File: config.mk
export PLATFORM = sky130hd
export DESIGN_NAME = decode_top
export DESIGN_NICKNAME = d
export VERILOG_FILES = /design/src/rtl/cpu_decode_pkg.sv /design/src/rtl/decode_top.sv /design/src/rtl/strobe_gen.sv /design/src/rtl/op_decoder.sv /design/src/rtl/instr_reg.sv /design/src/rtl/cycle_timer.sv
export SDC_FILE = /design/constraint.sdc
export NUM_CORES = 1
export LEC_CHECK = 0
export BUFFER_PORTS_ARGS = -buffer_cell sky130_fd_sc_hd__buf_2
export CELL_PAD_IN_SITES_DETAIL_PLACEMENT = 0
export CELL_PAD_IN_SITES_GLOBAL_PLACEMENT = 1
export CORE_MARGIN = 5
export CORE_UTILIZATION = 37
export DETAILED_ROUTE_END_ITERATION = 8
export HOLD_SLACK_MARGIN = 0.08
export PLACE_DENSITY = 0.79
export SYNTH_ARGS = -nofsm -noshare
export SYNTH_HDL_FRONTEND = slang
export SYNTH_HIERARCHICAL = 1
export SYNTH_SLANG_ARGS = --single-unit
File: constraint.sdc
create_clock -name clk -period 2.82 [get_ports clk]
set_input_delay 0.564 -clock clk [delete_from_list [all_inputs] [get_ports clk]]
set_output_delay 0.564 -clock clk [all_outputs]
set_load 0.005 [all_outputs]
File: src/rtl/cpu_decode_pkg.sv
package cpu_decode_pkg;

    // Register file codes, as found in opcode fields
    typedef logic [2:0] reg_code_t;

    localparam reg_code_t REG_B  = 3'd0;
    localparam reg_code_t REG_C  = 3'd1;
    localparam reg_code_t REG_D  = 3'd2;
    localparam reg_code_t REG_E  = 3'd3;
    localparam reg_code_t REG_H  = 3'd4;
    localparam reg_code_t REG_L  = 3'd5;
    localparam reg_code_t MEM_HL = 3'd6;  // Memory operand at (HL)
    localparam reg_code_t REG_A  = 3'd7;

    // Register file data source mux
    typedef logic [1:0] src_sel_t;

    localparam src_sel_t SRC_SBUS  = 2'b00;
    localparam src_sel_t SRC_ALU   = 2'b01;
    localparam src_sel_t SRC_MEM   = 2'b10;
    localparam src_sel_t SRC_DEBUG = 2'b11;

    // 16-bit address source in the register file
    typedef logic [2:0] addr_sel_t;

    localparam addr_sel_t ADDR_PC = 3'b000;
    localparam addr_sel_t ADDR_BC = 3'b100;
    localparam addr_sel_t ADDR_DE = 3'b101;
    localparam addr_sel_t ADDR_HL = 3'b110;

    localparam int T_PER_M = 4;  // T-cycles in one M-cycle
    localparam int MAX_M   = 3;  // Longest kept instruction, LD rr,nn

    localparam logic [7:0] CB_PREFIX = 8'hCB;

    // One M-cycle worth of work, before T-cycle gating
    typedef struct packed {
        logic      mem_read;
        logic      mem_write;
        logic      reg_write;
        logic      alu_go;
        logic      inc_pc;
        logic      rd_en;
        reg_code_t rd_addr;
        reg_code_t wr_addr;
        src_sel_t  src_sel;
        addr_sel_t addr_sel;
        logic      drive_addr;
        logic [2:0] alu_op;
        logic      alu_src_sel;   // 1 selects the memory data byte
        logic [2:0] bit_index;
        logic      incdec;
        logic      misc;          // Bit operations on the CB page
    } micro_op_t;

    typedef struct packed {
        logic      rd_en;
        logic      wr_en;
        reg_code_t rd_addr;
        reg_code_t wr_addr;
        src_sel_t  src_sel;
        addr_sel_t mem_addr_sel;
        logic      drive_addr;
        logic      inc_pc;
        logic      writeback;
    } reg_ctrl_t;

    typedef struct packed {
        logic       go;
        logic [2:0] op;
        logic       src_sel;
        logic [2:0] bit_index;
        logic       incdec;
        logic       misc;
    } alu_ctrl_t;

    typedef struct packed {
        logic rd;
        logic wr;
    } bus_ctrl_t;

endpackage
File: src/rtl/decode_top.sv
module decode_top (
    input  logic                      clk,
    input  logic                      rst,
    input  logic [7:0]                data_bus_in,
    output cpu_decode_pkg::reg_ctrl_t reg_ctrl,
    output cpu_decode_pkg::alu_ctrl_t alu_ctrl,
    output cpu_decode_pkg::bus_ctrl_t bus_ctrl,
    output logic                      ext,
    output logic                      hold,
    output logic                      m1t1,
    output logic [1:0]                m_cycle,
    output logic [1:0]                t_cycle
);

    logic [1:0]                m_count;
    logic                      last_m;
    logic [7:0]                instruction;
    cpu_decode_pkg::micro_op_t micro_op;

    cycle_timer u_timer (
        .clk     (clk),
        .rst     (rst),
        .m_count (m_count),
        .m_cycle (m_cycle),
        .t_cycle (t_cycle),
        .m1t1    (m1t1),
        .last_m  (last_m),
        .hold    (hold)
    );

    instr_reg u_ireg (
        .clk         (clk),
        .rst         (rst),
        .data_bus_in (data_bus_in),
        .m1t1        (m1t1),
        .m_cycle     (m_cycle),
        .t_cycle     (t_cycle),
        .instruction (instruction),
        .ext         (ext)
    );

    op_decoder u_dec (
        .instruction (instruction),
        .ext         (ext),
        .m_cycle     (m_cycle),
        .m_count     (m_count),
        .micro_op    (micro_op)
    );

    strobe_gen u_strobe (
        .micro_op (micro_op),
        .t_cycle  (t_cycle),
        .last_m   (last_m),
        .reg_ctrl (reg_ctrl),
        .alu_ctrl (alu_ctrl),
        .bus_ctrl (bus_ctrl)
    );

endmodule

File: src/rtl/strobe_gen.sv
module strobe_gen (
    input  cpu_decode_pkg::micro_op_t micro_op,
    input  logic [1:0]                t_cycle,
    input  logic                      last_m,
    output cpu_decode_pkg::reg_ctrl_t reg_ctrl,
    output cpu_decode_pkg::alu_ctrl_t alu_ctrl,
    output cpu_decode_pkg::bus_ctrl_t bus_ctrl
);

    logic t1;
    logic t3;
    logic fetch;  // Next opcode read overlaps the last M-cycle

    assign t1    = (t_cycle == 2'd0);
    assign t3    = (t_cycle == 2'd2);
    assign fetch = last_m && !micro_op.mem_read && !micro_op.mem_write;

    always_comb begin
        bus_ctrl.rd = t3 && (micro_op.mem_read || last_m);
        bus_ctrl.wr = t3 && micro_op.mem_write;
    end

    always_comb begin
        reg_ctrl.rd_en     = micro_op.rd_en;
        reg_ctrl.wr_en     = micro_op.reg_write && t_cycle[1];  // T3 and T4
        reg_ctrl.rd_addr   = micro_op.rd_addr;
        reg_ctrl.wr_addr   = micro_op.wr_addr;
        reg_ctrl.src_sel   = micro_op.src_sel;
        reg_ctrl.inc_pc    = micro_op.inc_pc && t1;
        reg_ctrl.writeback = (t_cycle == 2'd3);

        // PC goes out for the opcode fetch
        if (fetch) begin
            reg_ctrl.mem_addr_sel = cpu_decode_pkg::ADDR_PC;
            reg_ctrl.drive_addr   = 1'b1;
        end else begin
            reg_ctrl.mem_addr_sel = micro_op.addr_sel;
            reg_ctrl.drive_addr   = micro_op.drive_addr;
        end
    end

    always_comb begin
        alu_ctrl.go        = micro_op.alu_go && t3;
        alu_ctrl.op        = micro_op.alu_op;
        alu_ctrl.src_sel   = micro_op.alu_src_sel;
        alu_ctrl.bit_index = micro_op.bit_index;
        alu_ctrl.incdec    = micro_op.incdec;
        alu_ctrl.misc      = micro_op.misc;
    end

    // A decoded memory access must never land on the fetch M-cycle
    always_comb begin
        a_rd_wr_excl : assert final (!(bus_ctrl.rd && bus_ctrl.wr))
            else $error("bus rd and wr both high at t_cycle %0d", t_cycle);
    end

endmodule

File: src/rtl/op_decoder.sv
module op_decoder (
    input  logic [7:0]                instruction,
    input  logic                      ext,
    input  logic [1:0]                m_cycle,
    output logic [1:0]                m_count,
    output cpu_decode_pkg::micro_op_t micro_op
);

    logic [1:0] op_x;  // Opcode block [7:6]
    logic [2:0] op_y;  // Destination or ALU operation
    logic [2:0] op_z;  // Source register or sub-group
    logic [1:0] op_p;  // Register pair for LD rr,nn

    assign op_x = instruction[7:6];
    assign op_y = instruction[5:3];
    assign op_z = instruction[2:0];
    assign op_p = instruction[5:4];

    function automatic cpu_decode_pkg::micro_op_t read_mem(
        cpu_decode_pkg::micro_op_t u,
        cpu_decode_pkg::addr_sel_t sel
    );
        u.mem_read   = 1'b1;
        u.drive_addr = 1'b1;
        u.addr_sel   = sel;
        return u;
    endfunction

    function automatic cpu_decode_pkg::micro_op_t write_reg(
        cpu_decode_pkg::micro_op_t u,
        cpu_decode_pkg::reg_code_t dst,
        cpu_decode_pkg::src_sel_t  src
    );
        u.reg_write = 1'b1;
        u.wr_addr   = dst;
        u.src_sel   = src;
        return u;
    endfunction

    // Start the ALU with a register operand on the read port
    function automatic cpu_decode_pkg::micro_op_t use_alu(
        cpu_decode_pkg::micro_op_t u,
        logic [2:0]                op,
        cpu_decode_pkg::reg_code_t src
    );
        u.alu_go  = 1'b1;
        u.alu_op  = op;
        u.rd_en   = 1'b1;
        u.rd_addr = src;
        return u;
    endfunction

    always_comb begin
        micro_op          = '0;
        micro_op.addr_sel = cpu_decode_pkg::ADDR_PC;
        m_count           = 2'd1;  // Unknown opcodes run as NOP

        if (ext) begin
            // CB page, prefix fetch was M1
            m_count = 2'd2;
            if (m_cycle == 2'd1 && op_z != cpu_decode_pkg::MEM_HL) begin
                if (op_x == 2'b00) begin
                    micro_op = use_alu(micro_op, op_y, op_z);  // Rotates and shifts
                    micro_op = write_reg(micro_op, op_z, cpu_decode_pkg::SRC_ALU);
                end else begin
                    micro_op = use_alu(micro_op, {1'b0, op_x}, op_z);
                    micro_op.misc      = 1'b1;
                    micro_op.bit_index = op_y;
                    if (op_x != 2'b01) begin  // BIT only sets flags
                        micro_op = write_reg(micro_op, op_z, cpu_decode_pkg::SRC_ALU);
                    end
                end
            end
        end else begin
            case (op_x)
                2'b00: begin
                    case (op_z)
                        3'b001: begin
                            if (!op_y[0] && op_p != 2'b11) begin  // LD rr,nn, low byte first
                                m_count = 2'd3;
                                case (m_cycle)
                                    2'd0: micro_op = read_mem(micro_op, cpu_decode_pkg::ADDR_PC);
                                    2'd1: begin
                                        micro_op.inc_pc = 1'b1;
                                        micro_op = read_mem(micro_op, cpu_decode_pkg::ADDR_PC);
                                        micro_op = write_reg(micro_op, {op_p, 1'b1},
                                                             cpu_decode_pkg::SRC_MEM);
                                    end
                                    2'd2: begin
                                        micro_op.inc_pc = 1'b1;
                                        micro_op = write_reg(micro_op, {op_p, 1'b0},
                                                             cpu_decode_pkg::SRC_MEM);
                                    end
                                    default: ;
                                endcase
                            end
                        end
                        3'b100, 3'b101: begin
                            if (op_y != cpu_decode_pkg::MEM_HL) begin  // INC r, DEC r
                                micro_op = use_alu(micro_op, op_z, op_y);
                                micro_op.incdec = 1'b1;
                                micro_op = write_reg(micro_op, op_y, cpu_decode_pkg::SRC_ALU);
                            end
                        end
                        3'b110: begin
                            if (op_y != cpu_decode_pkg::MEM_HL) begin  // LD r,n
                                m_count = 2'd2;
                                if (m_cycle == 2'd0) begin
                                    micro_op = read_mem(micro_op, cpu_decode_pkg::ADDR_PC);
                                end else begin
                                    micro_op.inc_pc = 1'b1;
                                    micro_op = write_reg(micro_op, op_y, cpu_decode_pkg::SRC_MEM);
                                end
                            end
                        end
                        default: ;
                    endcase
                end
                2'b01: begin
                    if (op_y != cpu_decode_pkg::MEM_HL && op_z != cpu_decode_pkg::MEM_HL) begin
                        micro_op.rd_en   = 1'b1;  // LD r,r'
                        micro_op.rd_addr = op_z;
                        micro_op = write_reg(micro_op, op_y, cpu_decode_pkg::SRC_SBUS);
                    end else if (op_z != cpu_decode_pkg::MEM_HL) begin
                        m_count = 2'd2;  // LD (HL),r, M2 idle
                        if (m_cycle == 2'd0) begin
                            micro_op.mem_write  = 1'b1;
                            micro_op.drive_addr = 1'b1;
                            micro_op.addr_sel   = cpu_decode_pkg::ADDR_HL;
                            micro_op.rd_en      = 1'b1;
                            micro_op.rd_addr    = op_z;
                        end
                    end else if (op_y != cpu_decode_pkg::MEM_HL) begin
                        m_count = 2'd2;  // LD r,(HL)
                        if (m_cycle == 2'd0) begin
                            micro_op = read_mem(micro_op, cpu_decode_pkg::ADDR_HL);
                        end else begin
                            micro_op = write_reg(micro_op, op_y, cpu_decode_pkg::SRC_MEM);
                        end
                    end
                end
                2'b10: begin
                    if (op_z != cpu_decode_pkg::MEM_HL) begin
                        micro_op = use_alu(micro_op, op_y, op_z);
                        micro_op = write_reg(micro_op, cpu_decode_pkg::REG_A,
                                             cpu_decode_pkg::SRC_ALU);
                    end else begin
                        m_count = 2'd2;  // ALU A,(HL)
                        if (m_cycle == 2'd0) begin
                            micro_op = read_mem(micro_op, cpu_decode_pkg::ADDR_HL);
                        end else begin
                            micro_op = use_alu(micro_op, op_y, cpu_decode_pkg::REG_A);
                            micro_op.alu_src_sel = 1'b1;
                            micro_op = write_reg(micro_op, cpu_decode_pkg::REG_A,
                                                 cpu_decode_pkg::SRC_ALU);
                        end
                    end
                end
                default: begin
                    if (instruction == cpu_decode_pkg::CB_PREFIX) begin
                        m_count = 2'd2;
                        if (m_cycle == 2'd0) begin
                            micro_op = read_mem(micro_op, cpu_decode_pkg::ADDR_PC);
                        end else begin
                            micro_op.inc_pc = 1'b1;  // Step past the extension byte
                        end
                    end else if (op_z == 3'b110) begin
                        m_count = 2'd2;  // ALU A,n
                        if (m_cycle == 2'd0) begin
                            micro_op = read_mem(micro_op, cpu_decode_pkg::ADDR_PC);
                        end else begin
                            micro_op.inc_pc = 1'b1;
                            micro_op = use_alu(micro_op, op_y, cpu_decode_pkg::REG_A);
                            micro_op.alu_src_sel = 1'b1;
                            micro_op = write_reg(micro_op, cpu_decode_pkg::REG_A,
                                                 cpu_decode_pkg::SRC_ALU);
                        end
                    end
                end
            endcase
        end
    end

endmodule

File: src/rtl/instr_reg.sv
module instr_reg (
    input  logic       clk,
    input  logic       rst,
    input  logic [7:0] data_bus_in,
    input  logic       m1t1,
    input  logic [1:0] m_cycle,
    input  logic [1:0] t_cycle,
    output logic [7:0] instruction,
    output logic       ext
);

    logic ext_load;

    // Second byte of a CB instruction arrives at M2 T1
    assign ext_load = !ext && (m_cycle == 2'd1) && (t_cycle == 2'd0) &&
                      (instruction == cpu_decode_pkg::CB_PREFIX);

    always_ff @(posedge clk or negedge rst) begin
        if (!rst) begin
            instruction <= 8'h00;  // NOP
            ext         <= 1'b0;
        end else if (m1t1) begin
            instruction <= data_bus_in;  // Opcode fetch
            ext         <= 1'b0;
        end else if (ext_load) begin
            instruction <= data_bus_in;
            ext         <= 1'b1;
        end
    end

    // The CB page runs in M2 only, ext drops with the next opcode fetch
    a_ext_in_m2 : assert property (
        @(posedge clk) disable iff (!rst)
        ext |-> (m_cycle == 2'd1) || m1t1
    ) else $error("ext high in M-cycle %0d T%0d", m_cycle + 1, t_cycle + 1);

endmodule

File: src/rtl/cycle_timer.sv
module cycle_timer (
    input  logic       clk,
    input  logic       rst,
    input  logic [1:0] m_count,   // M-cycles in the current instruction
    output logic [1:0] m_cycle,
    output logic [1:0] t_cycle,
    output logic       m1t1,
    output logic       last_m,
    output logic       hold
);

    logic t_end;

    assign t_end  = (t_cycle == 2'(cpu_decode_pkg::T_PER_M - 1));  // T4
    assign last_m = (m_cycle == m_count - 2'd1);
    assign m1t1   = (m_cycle == 2'd0) && (t_cycle == 2'd0);

    always_ff @(posedge clk or negedge rst) begin
        if (!rst) begin
            m_cycle <= 2'd0;
            t_cycle <= 2'd0;
            hold    <= 1'b1;
        end else begin
            if (t_end) begin
                t_cycle <= 2'd0;
                hold    <= 1'b0;  // Released once the first M-cycle is done
                if (last_m) begin
                    m_cycle <= 2'd0;  // Instruction boundary
                end else begin
                    m_cycle <= m_cycle + 2'd1;
                end
            end else begin
                t_cycle <= t_cycle + 2'd1;
            end
        end
    end

    // Decoded length must always cover the running M-cycle,
    // otherwise the wrap at last_m would be skipped
    a_m_cycle_range : assert property (
        @(posedge clk) disable iff (!rst)
        (m_cycle < m_count) && (m_cycle < 2'(cpu_decode_pkg::MAX_M))
    ) else $error("m_cycle %0d out of range for m_count %0d", m_cycle, m_count);

endmodule

==> results.yml <==
outcome:
  status: "complete, but fails checks"
  violations: "negative setup slack"
sta:
  post-route-period-util_pct: 107
  hold_viol_final: 0
  relSlewSlack_pct: 66.5
  drv_slew: 0
  min_period_ps: 3030
  max_freq_mhz: 330
  skew_ps: 1.08
  tns_ps: -669
  rsz0062_at_grt: "true"
  tightest_slew_ps: 498
  setup_ws_ps: -209
  setup_violations: 4
critical_path:
  critical_path_buf_inv_count: 2
  critical-path-top-delay-family: "simple AND/OR/NAND/NOR gates"
  crit_required_ps: 2260
  r2r-start: "u_ireg/instruction[2]"
  cp-end-kind: "output port"
  crit_type: "flop to output port"
  critPathMaxStageDelay_ps: 390
  startpoint: "u_ireg/instruction[2]"
  startpoint_type: "flop"
  critPathMaxFanout: 5
  arrival_ps: 2460
  cpMaxStageDelayCell: "dfrtp_1"
  cp_cell_sequence: "buf_6 > and2b_4 > a31oi_4 > nor2_4 > o31a_1 > xor2_2 > mux2i_1 > nor3b_4 > or2_1 > buf_2"
worst_hold_path:
  hold_class: "input pin to asynchronous set/reset pin"
clock_tree:
  tritoncts: "yes"
  numCtsBuffers: 3
  cts_root_buf: "clkbuf_8"
  clockBufferDepth: 2
  ctsHtreeMaxLevel: 1
  path_clk_slew_ps: 60
  clk_latency_ps: 240
  cts_sinks: 14
  holdBufCountCts: 0
route:
  vias: 2203
  drtAntennaViolNets: 0
  drt_wl_total_mm: 6.48
  drc: 0
  avgViaCountPerCell: 5.48
  drtPass1Iterations: 4
  wl_per_cell_um: 16.1
  dr.first_iter.drc_count: 203
finish:
  nets: 351
  n_fill_cell: 543
  drive_gt1_share_pct: 47.0
  area_growth_pct: 33.9
  diodes: 0
logic_synthesis:
  synth-seq-area-share_pct: 16.7
  synthTopCellsByArea: "dfrtp_1 (15%), buf_4 (8.6%), ha_1 (6.0%)"
  synth_top_cells_by_count: "buf_4 (24), nor2_1 (19), a21oi_1 (18)"
  synth-xor-area-share_pct: 0.417
  synth_most_common_cell: "buf_4"
  syn_avg_cell_area_um2: 8.02
  async_reset_ff_share_pct: 100
  synth-adder-area-share_pct: 5.96
  synth_top_cell_area_share_pct: 15.5
  synth_compound_area_share_pct: 22.9
  yosys.area.top_type: "dfrtp_1"
  syn-num-nets: 282
  ys_ff_latch: 14
  ys_types: 71
  synth_top_flop_cell: "dfrtp_1"
  synth_edf_count: 0
  syn_inst: 262
  yosys.area_share.simple_pct: 34.8
  syn_area_um2: 2100
  synth_top_family_by_area: "simple AND/OR/NAND/NOR gates"
  ys_warn_count: 6
  synthMuxAreaShare_pct: 4.29
place:
  dp_slack_ps: -36.5
  gp_congestion: 0.953
  port_buffers: 43
  hpwl_mm: 4.87
floorplanning:
  dieArea_um2: 7280
  fp.dieH_um: 85.4
  initial_core_util_pct: 38.2
  rows: 27
  ios: 45
  core_area_um2: 5510
  die_x_um: 85.4
grt:
  overflow: 0
  grt_max_degree: 19
  gr-usage-all-layers_pct: 17.0
  grt_pass1_wl_mm: 10.2
  antenna_found_initial: 0
  grt_pass1_vias: 2099
pwr:
  power_density_nw_per_um2: 1100
  vdd_ir_drop_max_v: 0.000564
  leakage_uw: 0.00137
  power.total_uw: 3100
flow_run:
  drv_cap: 0
-- cell usage in the layout (no fill, tap or decap), types with 3 or more instances in the layout --
cell type,n
a21o_1,3
a21oi_1,12
a21oi_2,7
a31oi_1,5
and2_1,3
buf_2,43
buf_4,51
buf_6,4
clkbuf_8,4
dfrtp_1,13
ha_1,7
inv_1,14
mux2_4,4
mux2i_1,3
nand2_1,10
nand2b_1,7
nand3_1,12
nand3b_1,4
nor2_1,16
nor2b_1,6
nor3_1,5
nor4_1,3
o21ai_0,9
o22ai_1,3
-- flip-flops by register name (all words and copies together), names as in the netlist --
name	flops
u_ireg/instruction	8
u_timer/t_cycle	2
u_timer/hold	1
u_timer/m_cycle	2
u_ireg/ext	1
-- report_power, final --
part	leakage, uW	switching (uW)	internal, uW
clock network	0.0000288	69.2	124
logic	0.00118	1300	1260
registers	0.000168	77.1	271
total	0.00137	1450	1650
-- worst paths after layout --
check | endpoint | slack (ps) | depth (start not counted)
hold / removal | u_timer/t_cycle[0] | 200 | 1
max in group asynchronous | u_timer/hold | 2330 | 1
setup reg to reg | u_timer/m_cycle[0] | 700 | 10
hold reg to reg | u_timer/hold | 500 | 1
setup / recovery | reg_ctrl[2] | -210 | 10
min in group clk | u_timer/hold | 500 | 1
-- cells by family (layout without fill, tap and decap cells) --
kind of cell / after synthesis / after routing
simple gates: 110 / 110
compound gates: 67 / 67
buf+inv: 52 / 120
flops: 14 / 14
fa+ha+maj: 10 / 10
mux: 7 / 7
other cells: 1 / 1
xor+xnor: 1 / 1
-- layout make-up --
type	instances	area [um2]	share of cell area, %
timing repair buffer	99	658	23.4
clock buffer	4	55.1	1.96
inverter	17	63.8	2.27
sequential	14	352	12.5
multi-input combinational	196	1590	56.7
tap	72	90.1	3.20
-- per-layer routing --
| layer | global-route usage, % | share of wire, % | up-vias |
|---|---|---|---|
| li1 | - | - | 1070 |
| met1 | 23.3 | 46 | 1045 |
| met2 | 28.2 | 48 | 75 |
| met3 | 1.26 | 4.6 | 13 |
| met4 | 5.32 | 2.3 | 0 |
| met5 | 0 | 0 | - |
-- metrics by stage --
step | util (%) | area, um2 | instances | hold slack, ps
global route | 51.1 | 2810 | 402 | 225
detailed placement | 44.6 | 2450 | 381 | 476
CTS | 47.2 | 2600 | 390 | 212
global placement | 44.6 | 2450 | 381 | 471
floorplan | - | 2100 | 262 | 268
finish | 51.1 | 2810 | 402 | 203
-- timing repair --
action | in CTS | in global routing
pin swaps | 3 | 14
endpoints found under the setup margin | 9 | 13
gates resized for setup | 11 | 28
setup buffers | 5 | 12
Note: power is estimated with default switching activity, not from simulation.
